==> config.mk <==
export PLATFORM = sky130hd
export DESIGN_NAME = timer
export DESIGN_NICKNAME = d
export VERILOG_FILES = /design/src/source/bus_pkg.sv /design/src/source/periph_pkg.sv /design/src/source/timer.sv
export SDC_FILE = /design/constraint.sdc
export NUM_CORES = 1
export LEC_CHECK = 0
export ABC_AREA = 1
export ABC_CLOCK_PERIOD_IN_PS = 1700
export BUFFER_PORTS_ARGS = -buffer_cell sky130_fd_sc_hd__buf_4
export CORE_MARGIN = 4
export CORE_UTILIZATION = 30
export DETAILED_ROUTE_END_ITERATION = 6
export PLACE_DENSITY = 0.52
export SYNTH_ARGS = -nofsm -noshare
export SYNTH_HDL_FRONTEND = slang
export SYNTH_SLANG_ARGS = --single-unit
==> constraint.sdc <==
create_clock -name clk -period 1.7 [get_ports clk]
set_input_delay 0.34 -clock clk [delete_from_list [all_inputs] [get_ports clk]]
set_output_delay 0.34 -clock clk [all_outputs]
set_load 0.05 [all_outputs]
==> src/source/bus_pkg.sv <==
package bus_pkg;

    // Data path
    localparam int WORD_W = 32;                     // Bus data word width

    // Address split, slave field sits above register field
    localparam int REG_ADDR_W = 2;                  // Register select bits inside a slave
    localparam int SLV_ADDR_W = 2;                  // Slave select bits
    localparam int ADDR_W     = SLV_ADDR_W + REG_ADDR_W;  // Full bus address, 4 bits

    // Level of rw
    localparam logic BUS_READ  = 1'b1;              // Read access
    localparam logic BUS_WRITE = 1'b0;              // Write access

    // Slave indices in the slave field
    localparam logic [SLV_ADDR_W-1:0] SLV_GPIO  = 2'd0;   // GPIO block
    localparam logic [SLV_ADDR_W-1:0] SLV_TIMER = 2'd1;   // Interval timer
    // Indices 2 and 3 are left unmapped and answered by the controller

endpackage

==> src/source/periph_pkg.sv <==
package periph_pkg;

    // GPIO register offsets
    localparam logic [bus_pkg::REG_ADDR_W-1:0] GPIO_REG_IN  = 2'd0;  // Input pins, read only
    localparam logic [bus_pkg::REG_ADDR_W-1:0] GPIO_REG_OUT = 2'd1;  // Output register
    localparam logic [bus_pkg::REG_ADDR_W-1:0] GPIO_REG_IO  = 2'd2;  // Bidirectional data
    localparam logic [bus_pkg::REG_ADDR_W-1:0] GPIO_REG_DIR = 2'd3;  // Direction register

    // Direction register bit values
    localparam logic DIR_IN  = 1'b0;                // Pin floats, sampled as input
    localparam logic DIR_OUT = 1'b1;                // Pin driven from io output reg

    // Timer register offsets
    localparam logic [bus_pkg::REG_ADDR_W-1:0] TMR_REG_CTRL   = 2'd0;  // Enable and mode bits
    localparam logic [bus_pkg::REG_ADDR_W-1:0] TMR_REG_FLAG   = 2'd1;  // Expiry flag, write clears
    localparam logic [bus_pkg::REG_ADDR_W-1:0] TMR_REG_PERIOD = 2'd2;  // Terminal count
    localparam logic [bus_pkg::REG_ADDR_W-1:0] TMR_REG_COUNT  = 2'd3;  // Running counter

    // Control word bit positions
    localparam int TMR_CTRL_EN       = 0;           // Counter runs while set
    localparam int TMR_CTRL_PERIODIC = 1;           // Keep enable after expiry

endpackage

==> src/source/timer.sv <==
`timescale 1ns/1ps

module timer import bus_pkg::*, periph_pkg::*; #(
    parameter int TMR_W = 16                     // Counter and period width
) (
    input  logic                  clk,
    input  logic                  rst,
    input  logic                  cs_n,          // Already qualified by strobe
    input  logic                  rw,
    input  logic [REG_ADDR_W-1:0] reg_addr,
    input  logic [WORD_W-1:0]     wr_data,
    output logic [WORD_W-1:0]     rd_data,
    output logic                  rdy_n,
    output logic                  irq            // Follows the expiry flag
);

    logic             ctrl_en;                   // Counter running
    logic             ctrl_per;                  // Periodic mode
    logic             flag;                      // Sticky expiry flag
    logic [TMR_W-1:0] period;                    // Terminal count
    logic [TMR_W-1:0] count;                     // Running count
    logic [WORD_W-1:0] ctrl_word;                // Control register as read

    if (TMR_W < 1 || TMR_W > WORD_W) begin : g_chk_w
        $error("TMR_W out of range");
    end

    always_comb begin
        ctrl_word                    = '0;
        ctrl_word[TMR_CTRL_EN]       = ctrl_en;
        ctrl_word[TMR_CTRL_PERIODIC] = ctrl_per;
    end

    assign irq = flag;

    always_ff @(posedge clk) begin
        if (rst) begin
            rd_data  <= '0;
            rdy_n    <= 1'b1;
            ctrl_en  <= 1'b0;
            ctrl_per <= 1'b0;
            flag     <= 1'b0;
            period   <= '0;
            count    <= '0;
        end else begin
            rdy_n <= cs_n;                       // One-cycle ready after select

            if (!cs_n && rw == BUS_READ) begin
                case (reg_addr)
                    TMR_REG_CTRL:   rd_data <= ctrl_word;
                    TMR_REG_FLAG:   rd_data <= WORD_W'(flag);
                    TMR_REG_PERIOD: rd_data <= WORD_W'(period);
                    TMR_REG_COUNT:  rd_data <= WORD_W'(count);
                endcase
            end else begin
                rd_data <= '0;
            end

            // Counting, overridden below by a bus write
            if (ctrl_en) begin
                if (count == period) begin
                    count <= '0;                 // Expiry wraps to zero
                    flag  <= 1'b1;
                    if (!ctrl_per) begin
                        ctrl_en <= 1'b0;         // One-shot stops here
                    end
                end else begin
                    count <= count + TMR_W'(1);
                end
            end

            if (!cs_n && rw == BUS_WRITE) begin
                case (reg_addr)
                    TMR_REG_CTRL: begin
                        ctrl_en  <= wr_data[TMR_CTRL_EN];
                        ctrl_per <= wr_data[TMR_CTRL_PERIODIC];
                    end
                    TMR_REG_FLAG:   flag   <= 1'b0;  // Any value clears
                    TMR_REG_PERIOD: period <= wr_data[TMR_W-1:0];
                    TMR_REG_COUNT:  count  <= wr_data[TMR_W-1:0];
                endcase
            end
        end
    end

    // Count past the period would run through the full range before expiry
    a_count_le_period: assert property (@(posedge clk) disable iff (rst)
        ctrl_en |-> (count <= period));

endmodule

Word-level counts from Yosys, hierarchy flattened --
Cells that the tools add are included. Widths: inputs -> output; s select.
Word-level totals: memories kept 0, bits of input ports 38, memory bits (read-only) 0, flip-flop bits (word level) 68, output and inout port bits 34, latch bits 0, memory bits (writable) 0, word-level logic and storage cells 35
Cells by class: multiply operators 0, bitwise logic cells 2, mux-type cells 14, equality and inequality tests 4, $lt $le $gt $ge 0, divide/modulo/power cells 0, $add $sub $neg 1, reduce and logical (&&, ||, !) cells 7, shift-type cells 0
Operators by type and width (number):
- $pmux 32 s4 | 1
- $mux 16 | 4
- $add 16x1->16 const B | 1
- $eq 16x16->1 | 1
- $mux 1 | 9
- $eq 2x2->1 const B | 2
- $reduce_and 2->1 | 2
- $eq 2x1->1 const B | 1
- $logic_and 1x1->1 | 2
- $logic_not 2->1 | 1
- $not 1->1 | 2
- $reduce_or 2->1 | 1
- $logic_not 1->1 | 1

Logic depth before layout (Yosys ltp) --
word-level depth 5, mapped depth 11

Worst setup path after synthesis --
Ideal clock, no wire load.
path kind reg-to-reg, start point register count[0], end point register count[10], buffers on the path 0, setup time 0.070 ns, period minus slack after synthesis 1.338 ns, slack 0.362 ns, stages on the path, launching flop included 10, arrival time 1.269 ns, cells stage by stage dfxtp_1 ha_1 nand2_1 nor2_4 inv_1 nor2_2 a21oi_1 nor2_1 nand2_1 a21oi_1
On the way: longest elaborated chain between the ends 5, elaborated cells on any way between the ends 6, classes of those cells 1 x add/sub; 1 x eq/ne; 4 x mux
Ends and longest elaborated chain:
- from (decl) | line timer.sv:21 | logic [TMR_W-1:0] count;
- from (signal assigned) | line timer.sv:68 | count <= count + TMR_W'(1);
- from (signal assigned) | line timer.sv:80 | TMR_REG_COUNT: count <= wr_data[TMR_W-1:0];
- $add 16x1->16 / $eq 16x16->1 (equally long branches) | line timer.sv:68, timer.sv:61
- $mux 16 * | line timer.sv:61 | if (count == period) begin
- $mux 16 * | line timer.sv:60 | if (ctrl_en) begin
- $mux 16 | line timer.sv:73 | case (reg_addr)
- $mux 16 * | line timer.sv:72 | if (!cs_n && rw == BUS_WRITE) begin
Mark *: on every way between the ends. The rest lies on a longest branch, timed or not. A chain may end at the register's enable or synchronous reset.

Worst setup path after layout --
start point register count[12], end point register count[2]
On the way: longest elaborated chain between the ends 5
Ends and longest elaborated chain (line):
- $eq 16x16->1 * | timer.sv:61
- $mux 16 * | timer.sv:61
- $mux 16 * | timer.sv:60
- $mux 16 | timer.sv:73
- $mux 16 * | timer.sv:72
Marked as above.

==> summary.json <==
{
  "run_status": {"value": "completed"},
  "vias": {"value": 2557},
  "hold_path.class": {"value": "primary input to register"},
  "worst_setup_path_start_kind": {"value": "register"},
  "pin_count": {"value": 72},
  "ctsHoldBuffers": {"value": 0},
  "leakage": {"value": 0.001363, "unit": "µW"},
  "synth-seq-cells": {"value": 52},
  "endpoint_kind_of_the_worst_setup_timing_path": {"value": "register"},
  "global_route_wire_length_before_repair": {"value": 11.54, "unit": "mm"},
  "die-height": {"value": 104.0, "unit": "µm"},
  "slew_headroom": {"value": 66.28, "unit": "%"},
  "htreeDepth": {"value": 2},
  "ant_nets": {"value": 0},
  "dpl.hpwl": {"value": 5.119, "unit": "mm"},
  "clk-insertion-delay-late": {"value": 0.30, "unit": "ns"},
  "total_power": {"value": 2373, "unit": "µW"},
  "die_footprint": {"value": 10820, "unit": "µm²"},
  "antenna_found_initial": {"value": 0},
  "cts_inserted_buffers": {"value": 5},
  "final-max-slew-violation-count": {"value": 0},
  "netlist_instances": {"value": 419},
  "yosysWarnings": {"value": 0},
  "post_syn_area_per_cell": {"value": 6.599, "unit": "µm²"},
  "hold_violations": {"value": 0},
  "timing.final.crit_period": {"value": 1.513, "unit": "ns"},
  "floorplan.initialDensity": {"value": 31.25, "unit": "%"},
  "cts_tree": {"value": "built"},
  "setup_tns": {"value": 0, "unit": "ns"},
  "arrival": {"value": 1.69, "unit": "ns"},
  "final_setup_skew": {"value": 0.006861, "unit": "ns"},
  "worst_path_largest_cell_delay": {"value": 0.46, "unit": "ns"},
  "setup_ws_pre_cts": {"value": 0.1326, "unit": "ns"},
  "unrepaired_setup_endpoints_after_global_routing": {"value": "no"},
  "finalWeightedCongestion": {"value": 0.7978},
  "drt-initial-drc-count": {"value": 93},
  "detail_route.wirelength": {"value": 6.981, "unit": "mm"},
  "setup_ws": {"value": 0.1875, "unit": "ns"},
  "die_w": {"value": 104.0, "unit": "µm"},
  "wl_per_cell": {"value": 12.25, "unit": "µm"},
  "grt_max_degree": {"value": 32},
  "core.rowCount": {"value": 34},
  "drt-vias-per-instance": {"value": 4.486},
  "netlist_area": {"value": 2765, "unit": "µm²"},
  "cap_viol_max_count": {"value": 0},
  "remaining_drc_errors": {"value": 0},
  "clkSlewWorstSetupHoldPaths": {"value": 0.10, "unit": "ns"},
  "cp_top_family": {"value": "simple AND/OR/NAND/NOR gates"},
  "final_layout_size_suffix_gt1_share": {"value": 18.18, "unit": "%"},
  "distinct_cell_type_count_after_synthesis": {"value": 28},
  "gr-usage-all-layers": {"value": 12.97, "unit": "%"},
  "timing_worst_setup_path_type": {"value": "register to register"},
  "layout.nets": {"value": 501},
  "critical_path.slowest_cell": {"value": "sky130_fd_sc_hd__dfxtp_1"},
  "library_cell_used_as_clock_root_buffer": {"value": "sky130_fd_sc_hd__clkbuf_8"},
  "n_antenna_cell": {"value": 0},
  "critical-path-top-cell-by-count": {"value": "sky130_fd_sc_hd__nand2_1"},
  "place.port_buffers": {"value": 39},
  "worst_ep_required_time": {"value": 1.88, "unit": "ns"},
  "fin_util": {"value": 36.58, "unit": "%"},
  "powerDensity": {"value": 733.0, "unit": "nW/µm²"},
  "timing.critical_path.buf_inv": {"value": 1},
  "grt_remaining_overflow": {"value": 0},
  "drt-pass1-iter-count": {"value": 4},
  "synth.yosys.seq_area_share": {"value": 37.65, "unit": "%"},
  "area.growth.synth_to_final": {"value": 17.06, "unit": "%"},
  "final_min_period_over_clock_period": {"value": 88.97, "unit": "%"},
  "timing_worst_slew_pin_value": {"value": 0.5050, "unit": "ns"},
  "crit_path_cell_trace": {"value": "inv_1 > nand2_1 > nand2_1 > nor2_1 > nand2_1 > nor2_4 > nand3_4 > nand2_1 > a21oi_1"},
  "clock.fmax": {"value": 661.1, "unit": "MHz"},
  "placeableCoreArea": {"value": 8848, "unit": "µm²"},
  "clockBufferDepth": {"value": 2},
  "path_max_fanout": {"value": 15},
  "cts.sinks": {"value": 52},
  "setup_viol": {"value": 0},
  "grt_pass1_vias": {"value": 2451},
  "power.ir.vdd_worst": {"value": 0.3443, "unit": "mV"}
}
## placed cells by master (no fill, tap or decap), drive strengths merged, types with 2 or more instances in the layout
| cell | count |
|---|---|
| nor2 | 35 |
| clkbuf | 5 |
| buf | 53 |
| xor2 | 6 |
| o21ai | 31 |
| inv | 53 |
| dfxtp | 52 |
| conb | 16 |
| nand3 | 17 |
| nand4 | 2 |
| a21oi | 56 |
| nand2 | 127 |
## worst paths after layout
kind           endpoint  depth (start not counted)       from  slack, ns
max reg2reg    count[2]                          9  count[12]       0.19
min               rdy_n                          3       cs_n       0.22
min reg2reg  rd_data[4]                          2  period[4]       0.48
max            count[2]                          9  count[12]       0.19
## worst min-delay path: cells and delay by family
kind,cells,cell delay (ns)
buffers and inverters,2,0.12
AND/OR/NAND/NOR,1,0.04
## power by group
group	total (µW)	internal [µW]	switching, µW	leakage, µW
Sequential	1280	1250	31.2	0.000425
Clock	695	280	415	0.0000400
Combinational	396	124	271	0.000898
## synth_stat cells, drive strengths merged
cell type	n	area, µm²
nand2	127	476.7
a21oi	56	291.5
inv	53	199.0
dfxtp	52	1041
nor2	35	173.9
o21ai	31	155.1
buf	22	167.7
nand3	17	97.60
clkbuf	10	40.04
xor2	6	52.55
nand4	2	12.51
a22oi	1	7.510
a41oi	1	8.760
conb	1	3.750
ha	1	12.51
nor3	1	5.000
o21bai	1	7.510
o22ai	1	6.260
or2	1	6.260
## metal layers
layer  routed length, µm  vias to the layer above  global-route usage, %  part of all wire (%)
met5                   0                        -                      0                     0
met4                  98                        0                  4.653                   1.4
met3                 287                        8                  2.669                   4.1
met2                3163                       58                  21.45                    45
met1                3431                     1125                  16.71                    49
li1                    -                     1366                      -                     -
## stage by stage
step | area, µm² | hold slack (ns) | instances
detailed placement | 3147 | 0.4674 | 563
CTS | 3228 | 0.2147 | 570
finish | 3237 | 0.2247 | 570
floorplan | 2821 | 0.4091 | 434
global route | 3237 | 0.2229 | 570
global placement | 3147 | 0.4651 | 563
## cell families (layout without fill, tap and decap cells)
kind of cell	after synthesis	count (layout)	synth area share, %
DFF	52	52	37.65
buffers and inverters	85	113	14.71
AOI/OAI and AO/OA	91	91	17.24
and+or+nand+nor	183	183	27.92
other	1	16	0.1356
xor gates and xnor gates	6	6	1.900
adders and majority gates	1	1	0.4524
## registers in the layout, indices dropped and copies added, names as in the netlist
name,count
count,16
ctrl_en,1
ctrl_per,1
irq,1
period,16
rd_data,16
rdy_n,1
## cell type report
| cell class | instances | area [µm²] |
|---|---|---|
| clock buffers | 5 | 68.82 |
| clock inverters | 2 | 12.51 |
| fillers | 979 | 5612 |
| inverters | 53 | 198.9 |
| multi-input cells | 297 | 1374 |
| flip-flops and latches | 52 | 1050 |
| well taps | 108 | 135.1 |
| repair buffers | 53 | 397.9 |
## repair_timing
| action | CTS | global route |
|---|---|---|
| endpoints found under the setup margin | 0 | 13 |
| resized for setup | 0 | 7 |
| setup buffers | 0 | 0 |
No activity file was read; power rests on OpenSTA's default activity.
