File: config.mk
export PLATFORM = sky130hd
export DESIGN_NAME = bus_ctrl
export DESIGN_NICKNAME = d
export VERILOG_FILES = /design/src/source/bus_pkg.sv /design/src/source/bus_ctrl.sv
export SDC_FILE = /design/constraint.sdc
export NUM_CORES = 1
export LEC_CHECK = 0
export ABC_AREA = 1
export BUFFER_PORTS_ARGS = -buffer_cell sky130_fd_sc_hd__buf_2
export CAP_MARGIN = 10
export CORE_AREA = 2 2 69 71
export CTS_BUF_LIST = sky130_fd_sc_hd__clkbuf_4
export DETAILED_ROUTE_END_ITERATION = 16
export DIE_AREA = 0 0 71 73
export GPL_TIMING_DRIVEN = 0
export PLACE_DENSITY = 0.68
export REMOVE_ABC_BUFFERS = 1
export SYNTH_ARGS = -nofsm -noshare
export SYNTH_HDL_FRONTEND = slang
export SYNTH_SLANG_ARGS = --single-unit
export TNS_END_PERCENT = 1
File: constraint.sdc
create_clock -name clk -period 0.8 [get_ports clk]
set_input_delay 0.08 -clock clk [delete_from_list [all_inputs] [get_ports clk]]
set_output_delay 0.08 -clock clk [all_outputs]
set_load 0.005 [all_outputs]
File: src/source/bus_pkg.sv
package bus_pkg;

    // Data path
    localparam int WORD_W = 32;                     // Bus data word width

    // Address split, slave field sits above register field
    localparam int REG_ADDR_W = 2;                  // Register select bits inside a slave
    localparam int SLV_ADDR_W = 2;                  // Slave select bits
    localparam int ADDR_W     = SLV_ADDR_W + REG_ADDR_W;  // Full bus address, 4 bits

    // Level of rw
    localparam logic BUS_READ  = 1'b1;              // Read access
    localparam logic BUS_WRITE = 1'b0;              // Write access

    // Slave indices in the slave field
    localparam logic [SLV_ADDR_W-1:0] SLV_GPIO  = 2'd0;   // GPIO block
    localparam logic [SLV_ADDR_W-1:0] SLV_TIMER = 2'd1;   // Interval timer
    // Indices 2 and 3 are left unmapped and answered by the controller

endpackage

File: src/source/bus_ctrl.sv
`timescale 1ns/1ps

module bus_ctrl import bus_pkg::*; (
    input  logic                  clk,
    input  logic                  rst,
    input  logic                  as_n,          // Master strobe, one cycle
    input  logic                  rw,
    input  logic [ADDR_W-1:0]     addr,
    input  logic [WORD_W-1:0]     wr_data,
    input  logic [WORD_W-1:0]     gpio_rd_data,
    input  logic                  gpio_rdy_n,
    input  logic [WORD_W-1:0]     tmr_rd_data,
    input  logic                  tmr_rdy_n,
    output logic                  gpio_cs_n,
    output logic                  tmr_cs_n,
    output logic [REG_ADDR_W-1:0] reg_addr,      // Register field to slaves
    output logic                  slv_rw,
    output logic [WORD_W-1:0]     slv_wr_data,
    output logic [WORD_W-1:0]     rd_data,       // Reply to master
    output logic                  rdy_n,
    output logic                  bus_err        // Valid while rdy_n low
);

    logic [SLV_ADDR_W-1:0] slv_idx;              // Slave field of current address
    logic [SLV_ADDR_W-1:0] slv_q;                // Slave of the access in flight
    logic                  mapped;               // Slave field hits a real slave
    logic                  err_q;                // Unmapped access awaiting reply

    assign slv_idx = addr[ADDR_W-1:REG_ADDR_W];
    assign mapped  = (slv_idx == SLV_GPIO) || (slv_idx == SLV_TIMER);

    // Chip selects qualified by the strobe
    assign gpio_cs_n = !(!as_n && (slv_idx == SLV_GPIO));
    assign tmr_cs_n  = !(!as_n && (slv_idx == SLV_TIMER));

    // Shared request lines to both slaves
    assign reg_addr    = addr[REG_ADDR_W-1:0];
    assign slv_rw      = rw;
    assign slv_wr_data = wr_data;

    always_ff @(posedge clk) begin
        if (rst) begin
            slv_q <= SLV_GPIO;                   // GPIO rdy_n idles high after reset
            err_q <= 1'b0;
        end else begin
            if (!as_n) begin
                slv_q <= slv_idx;                // Remember target for reply cycle
            end
            err_q <= !as_n && !mapped;           // Own reply for unmapped space
        end
    end

    // Reply routing from the remembered slave
    always_comb begin
        case (slv_q)
            SLV_GPIO: begin
                rd_data = gpio_rd_data;
                rdy_n   = gpio_rdy_n;
            end
            SLV_TIMER: begin
                rd_data = tmr_rd_data;
                rdy_n   = tmr_rdy_n;
            end
            default: begin
                rd_data = '0;                    // Unmapped reads give zero
                rdy_n   = !err_q;
            end
        endcase
    end

    assign bus_err = err_q;

    // Decode must never select two slaves at once
    a_cs_onehot: assert property (@(posedge clk) disable iff (rst)
        !(!gpio_cs_n && !tmr_cs_n));

    // Master may not strobe again while the reply is on the bus
    a_no_overlap: assert property (@(posedge clk) disable iff (rst)
        !rdy_n |-> as_n);

endmodule

* Word-level counts from Yosys, hierarchy flattened
Index checks and enable logic that the tools add are counted.
Storage, ports and cells: output and inout port bits 71, word-level logic and storage cells 17, bits in registers 3, input port bits 106
Cells by class: reduce and logical (&&, ||, !) cells 11, equal/unequal tests 2, muxes and demuxes 2
Operators with widths (number):
- one-hot mux 32 bit (2 select lines) | 1
- logical NOT 1 bit | 5
- == test 2 x 1 -> 1 bit (second input constant) | 2
- logical NOT 2 bit | 2
- logical AND 1 bit | 3
- one-hot mux 1 bit (2 select lines) | 1
- logical OR 1 bit | 1

* Depth between registers and ports, before layout
Gate-level depths: netlist (run 1).
word-level depth 4, depth in mapped cells 5, mapped depth without buffers 3

* Worst setup path before layout (run 1)
OpenSTA, ideal clock, no wires.
path type reg2out, start reg slv_q[0], end out rd_data[0], setup slack -0.126 ns, path buffers 2, stages on the path, launching flop included 6, data arrival time 0.846 ns, required time 0.720 ns, path through dfxtp_1 -> buf_2 -> nor2_4 -> buf_6 -> nand2_1 -> nand2_1
On the way: cells in the longest elaborated chain, start to end 2, elaborated cells between the ends (all ways) 3, classes of those cells eq/ne: 1; mux: 1; reduce/logical: 1
Ends and longest elaborated chain:
- start: declaration | RTL line bus_ctrl.sv:25 | logic [SLV_ADDR_W-1:0] slv_q;
- start signal: assignment | RTL line bus_ctrl.sv:47 | slv_q <= slv_idx;
- == test 2 x 1 -> 1 bit / logical NOT 2 bit (equally long branches) | RTL line bus_ctrl.sv:55 | case (slv_q)
- one-hot mux 32 bit (2 select lines) (*) | RTL line bus_ctrl.sv:55
- end: declaration | RTL line bus_ctrl.sv:19 | output logic [WORD_W-1:0] rd_data,
Every way passes the cells marked *; elsewhere a longest branch is shown, timed or not.

* Worst setup path after layout (run 1)
start reg slv_q[1], end out rd_data[11]
The elaborated chain is that of the path after synthesis.

==> summary.md, run 1 <==
| Metric | Value |
|---|---|
| Status | `finished, violations left` |
| Failing checks | `setup timing` |
| Number of port buffers | `~110` |
| Die X | `between 70 and 80 um` |
| Critical path startpoint category | `register` |
| CTS HTree Levels | `1` |
| Tightest Hold Check Type | `in -> reg` |
| Synth warnings | `0` |
| Final total power | `0.001181 W` |
| DR WL met2 | `roughly 2800 um` |
| Hold Slack | `0.01783 ns` |
| Highest-count cells in the layout ignoring fill and taps | `106 x buf_2, 69 x nand2_1, 34 x nand3_1` |
| Die area | `5183 um2` |
| Crit share post-route | `153.9%` |
| Initial antenna violation count | `0` |
| Fin. max-slew vios | `0` |
| Final-report hold violation count | `0` |
| CTS buffer count | `3` |
| Setup slack after layout | `-0.4314 ns` |
| Mapped Area | `877.1 um2` |
| Routability cong. | `0.7286` |
| Num rows | `25` |
| Via density | `4.476` |
| Synth Register Bits | `3` |
| Design area | `1300 um2` |
| Die Y | `73 um` |
| Max Fclk | `0.8121 GHz` |
| Final min period | `1.231 ns` |
| Initial detailed-routing violation count | `28` |
| CP Class | `reg -> out` |
| Commonest non-fill, non-tap cell in the layout | `buf_2` |
| Post-DP HPWL | `4277 um` |
| Cell area after placement | `1144 um2` |
| Share of cells above drive strength 1 | `roughly 53%` |
| RSZ-0062 raised after global routing | `yes` |
| Setup violators final | `34` |
| Max-Cap Viols | `0` |
| Crit Path Max Fanout | `17` |
| Filler cells | `530` |
| Highest routed layer | `met4` |
| Boundary Pins | `177` |
| # nets final | `343` |
| Cts hold-fix bufs | `0` |
| WL final | `5430 um` |
| CP Capture Type | `output pin` |
| Gr ovfl total | `0` |
| Slew Limit Headroom | `87.65%` |
| Leak pwr | `0.8418 nW` |
| Post-Syn Area per Cell | `around 5.4 um2` |
| Antenna Cells | `0` |
| Finished Layout Cells | `290` |
| PwrDens | `approximately 900 nW/um2` |
| WL met1 | `1541 um` |
| Routed Antenna Nets | `0` |
| Starting Density | `19.34%` |
| Largest net degree at the start of global routing | `34` |
| Setup WS pre-CTS | `-1.177 ns` |
| Max Buffers Root-to-Sink | `2` |
| Area delta synth->final | `48.22%` |
| First-pass GRT wire length | `7072 um` |
| Worst Skew | `0 ns` |
| Vias in the first global route | `between 1,000 and 1,500` |
| CTS tree | `built` |
| Wirelength per Cell | `18.72 um` |
| Worst Tran Pin Value | `0.1852 ns` |
| Met3 Wirelength | `920 um` |
| Post-placement cell count | `around 280` |
| Cells after Synth | `roughly 160` |
| Clock Sinks | `3` |
| Core ar. | `4536 um2` |
| Library cells used by synthesis | `11` |
| First drt pass iteration count | `4` |
| Worst path arrival time | `1.15 ns` |
| # DRC | `0` |
| Vias | `1,298` |
| Seq/Total Area, Yosys | `6.847%` |
| Clock slew at reported path FFs | `approximately 0.040 ns` |
| Worst vdd ir | `990.7 uV` |
| GRT Total Usage | `19.75%` |
| Critical path required time | `slightly above 0.7 ns` |
| Reg2Reg Setup Slack | `0 ns` |
| Clk root buf | `clkbuf_4` |
| Worst skew pair latency | `approximately 0.23 ns` |
## cell type report
| cell class | instances | area (um2) | share of cell area (%) |
|---|---|---|---|
| Clock buffer | 4 | 30.03 | 2.310 |
| Inverter | 4 | 22.52 | 1.732 |
| Multi-Input combinational cell | 112 | 500.5 | 38.50 |
| Sequential cell | 3 | 67.56 | 5.197 |
| Tap cell | 54 | 67.56 | 5.197 |
| Timing Repair Buffer | 113 | 611.8 | 47.06 |
## worst max-delay path: stages, from the launching register on
cell and delay (ns):
dfxtp_4 0.38, nor2_4 0.14, buf_12 0.15, nand2_1 0.05
nand2_1 0.07, buf_2 0.11
## sequential cells by signal, summed over array words and instances (netlist names)
register / flops
bus_err: 1
slv_q: 2
## cell usage after synthesis
library cell	count	area share (%)
inv_1	3	1.3
buf_6	3	3.9
nand2_1	71	30
nand3_1	35	20
nor2_4	1	1.3
buf_4	35	30
buf_2	7	4.0
dfxtp_1	3	6.8
inv_2	1	0.43
nor2_1	2	0.86
a21oi_1	2	1.1
## report_power, final
group / internal, W / switching (W)
Sequential: 0.000156 / 0.0000208
Clock: 0.000221 / 0.0000794
Combinational: 0.000370 / 0.000334
Total: 0.000747 / 0.000434
## metal layers
layer | vias up | track usage, %
met5 | - | 1.010
met4 | 0 | 8.176
met3 | 6 | 16.02
met2 | 130 | 35.20
met1 | 536 | 15.77
li1 | 626 | -
## what timing repair did
item,4_1_cts,5_1_grt
setup buffers,7,0
cloned,1,0
pin swaps,3,1
endpoints found under the setup margin,34,34
resized for setup,13,3
## per-stage QoR
step           setup TNS, ns  utilization (%)
2_1_floorplan         -19.62                -
5_1_grt               -15.24            28.66
3_5_place_dp          -38.64            25.21
3_3_place_gp          -37.91            25.21
6_report              -12.95            28.66
4_1_cts               -13.51            28.41
## logic make-up after synthesis
logic type             Yosys count  synth area share, %
AO/OA/AOI/OAI                    2                1.141
AND/OR/NAND/NOR                109                52.50
buffers and inverters           49                39.51
flip-flops                       3                6.848
## worst paths after layout
path,start,endpoint,cells past startpoint
worst min-delay path,rst,slv_q[0],2
worst max-delay path,slv_q[1],rd_data[11],5
worst min register to register,slv_q[1],slv_q[1],2
worst max register to register,slv_q[0],slv_q[0],3
(Power assumes the default switching activity.)
==> inputs of run 2 (changes only) <==
==> constraint.sdc (replaced) <==
create_clock -name clk -period 1.1 [get_ports clk]
set_input_delay 0.11 -clock clk [delete_from_list [all_inputs] [get_ports clk]]
set_output_delay 0.11 -clock clk [all_outputs]
set_load 0.005 [all_outputs]
==> summary.md, run 2 (synthesized netlist as in run 1, its figures left out) <==
| Metric | Value |
|---|---|
| Tightest Hold Check Type | `in -> reg (unchanged)` |
| Starting Density | `19.34% (unchanged)` |
| Worst Skew | `0 ns (unchanged)` |
| Design area | `1275 um2 (was 1300 um2)` |
| # DRC | `0 (unchanged)` |
| Max Fclk | `0.7916 GHz` |
| Vias in the first global route | `1,052 (was 1,056)` |
| Final-report hold violation count | `0 (unchanged)` |
| Worst Tran Pin Value | `0.1870 ns (was 0.1852 ns)` |
| Crit Path Max Fanout | `17 (unchanged)` |
| Vias | `1,284 (was 1,298)` |
| Die area | `5183 um2 (unchanged)` |
| Share of cells above drive strength 1 | `52.12% (was 53.39%)` |
| PwrDens | `667.1 nW/um2 (was 908.7 nW/um2)` |
| Max reg flops | `2 (unchanged)` |
| Biggest register | `slv_q (unchanged)` |
| Post-DP HPWL | `4277 um (unchanged)` |
| Largest net degree at the start of global routing | `34 (unchanged)` |
| GRT Total Usage | `19.75% (unchanged)` |
| RSZ-0062 raised after global routing | `yes (unchanged)` |
| Max-Cap Viols | `0 (unchanged)` |
| Die Y | `73 um (unchanged)` |
| CTS tree | `built (unchanged)` |
| Clock Sinks | `3 (unchanged)` |
| First-pass GRT wire length | `7065 um (was 7072 um)` |
| Critical path required time | `0.99 ns (was 0.72 ns)` |
| Worst path arrival time | `1.15 ns (about the same)` |
| WL final | `5463 um (was 5430 um)` |
| Setup WS pre-CTS | `-0.9070 ns (was -1.177 ns)` |
| Cell area after placement | `1144 um2 (unchanged)` |
| Die X | `71 um (unchanged)` |
| CP Class | `reg -> out (unchanged)` |
| Crit share post-route | `114.8%` |
| CTS buffer count | `3 (unchanged)` |
| Area delta synth->final | `45.36% (was 48.22%)` |
| Slew Limit Headroom | `87.54% (was 87.65%)` |
| Via density | `4.428 (was 4.476)` |
| Boundary Pins | `177 (unchanged)` |
| Highest-count cells in the layout ignoring fill and taps | `106 x buf_2, 70 x nand2_1, 35 x nand3_1 (was 106 x buf_2, 69 x nand2_1, 34 x nand3_1)` |
| Setup slack after layout | `-0.1632 ns (was -0.4314 ns)` |
| Num rows | `25 (unchanged)` |
| Antenna Cells | `0 (unchanged)` |
| # nets final | `343 (unchanged)` |
| CTS HTree Levels | `1 (unchanged)` |
| Initial detailed-routing violation count | `41 (was 28)` |
| CP Capture Type | `output pin (unchanged)` |
| Clock slew at reported path FFs | `0.04 ns (about the same)` |
| Max Buffers Root-to-Sink | `2 (unchanged)` |
| Setup violators final | `33 (was 34)` |
| Core ar. | `4536 um2 (unchanged)` |
| Fin. max-slew vios | `0 (unchanged)` |
| Commonest non-fill, non-tap cell in the layout | `buf_2 (unchanged)` |
| Wirelength per Cell | `18.84 um (was 18.72 um)` |
| Clk root buf | `clkbuf_4 (unchanged)` |
| Hold Slack | `0.04366 ns (was 0.01783 ns)` |
| Worst skew pair latency | `0.23 ns (about the same)` |
| Worst vdd ir | `721.0 uV (was 990.7 uV)` |
| Routability cong. | `0.7286 (unchanged)` |
| Final min period | `1.263 ns` |
| First drt pass iteration count | `4 (unchanged)` |
| Initial antenna violation count | `0 (unchanged)` |
| Status | `finished, violations left (unchanged)` |
| Critical path startpoint category | `register (unchanged)` |
| Number of port buffers | `106 (unchanged)` |
| Gr ovfl total | `0 (unchanged)` |
| Leak pwr | `0.8305 nW (was 0.8418 nW)` |
| Routed Antenna Nets | `0 (unchanged)` |
| Final total power | `0.0008506 W (was 0.001181 W)` |
| Failing checks | `setup timing (unchanged)` |
## run 2: cell counts in the layout (fill, tap and decap cells not counted)
Identical to the previous run, type by type.
## run 2: report_power, final
| part | switching [W] | internal (W) | leakage (nW) | total, W |
|---|---|---|---|---|
| clock | 0.0000580 | 0.000161 | 0.0184 | 0.000219 |
| combinational | 0.000241 | 0.000263 | 0.786 | 0.000504 |
| sequential | 0.0000148 | 0.000113 | 0.0260 | 0.000128 |
## run 2: final cells by class
cell class / instances / area [um2]
inverters: 4 / 22.52
clock buffers: 4 / 30.03
fillers: 535 / 3261
repair buffers: 113 / 603.1
well taps: 54 / 67.56
multi-input cells: 112 / 484.2
flip-flops and latches: 3 / 67.56
## run 2: layer usage
metal | track usage, % | vias up | part of all wire (%)
li1 | - | 625 | -
met1 | 15.77 | 531 | 28
met2 | 35.20 | 116 | 49
met3 | 16.02 | 12 | 17
met4 | 8.176 | 0 | 6.1
met5 | 1.010 | - | 0
## run 2: worst paths after layout
kind / startpoint / endpoint / slack [ns] / cells past startpoint
setup reg to reg: slv_q[0] / slv_q[0] / 0.23 / 3
hold reg to reg: slv_q[1] / slv_q[1] / 0.55 / 2
setup / recovery: slv_q[1] / rd_data[11] / -0.16 / 5
hold / removal: rst / slv_q[1] / 0.04 / 2
## run 2: metrics by stage
step / cells / utilization, % / setup TNS (ns)
2_1_floorplan: 118 / - / -10.41
3_3_place_gp: 278 / 25.21 / -28.70
3_5_place_dp: 278 / 25.21 / -29.43
4_1_cts: 290 / 28.06 / -4.603
5_1_grt: 290 / 28.11 / -6.320
6_report: 290 / 28.11 / -4.138
## run 2: repair_timing
| action | in CTS | in global routing |
|---|---|---|
| hold buffers | 0 | 0 |
| cloned | 1 | 0 |
| setup buffers | 7 | 0 |
| pin swaps | 2 | 1 |
| gates resized for setup | 9 | 1 |
| endpoints found under the setup margin | 34 | 33 |
## run 2: critical path: stages (launching register included)
cell     delay [ns]
dfxtp_4        0.38
nor2_4         0.14
buf_12         0.16
nand2_1        0.05
nand2_1        0.07
buf_2          0.11
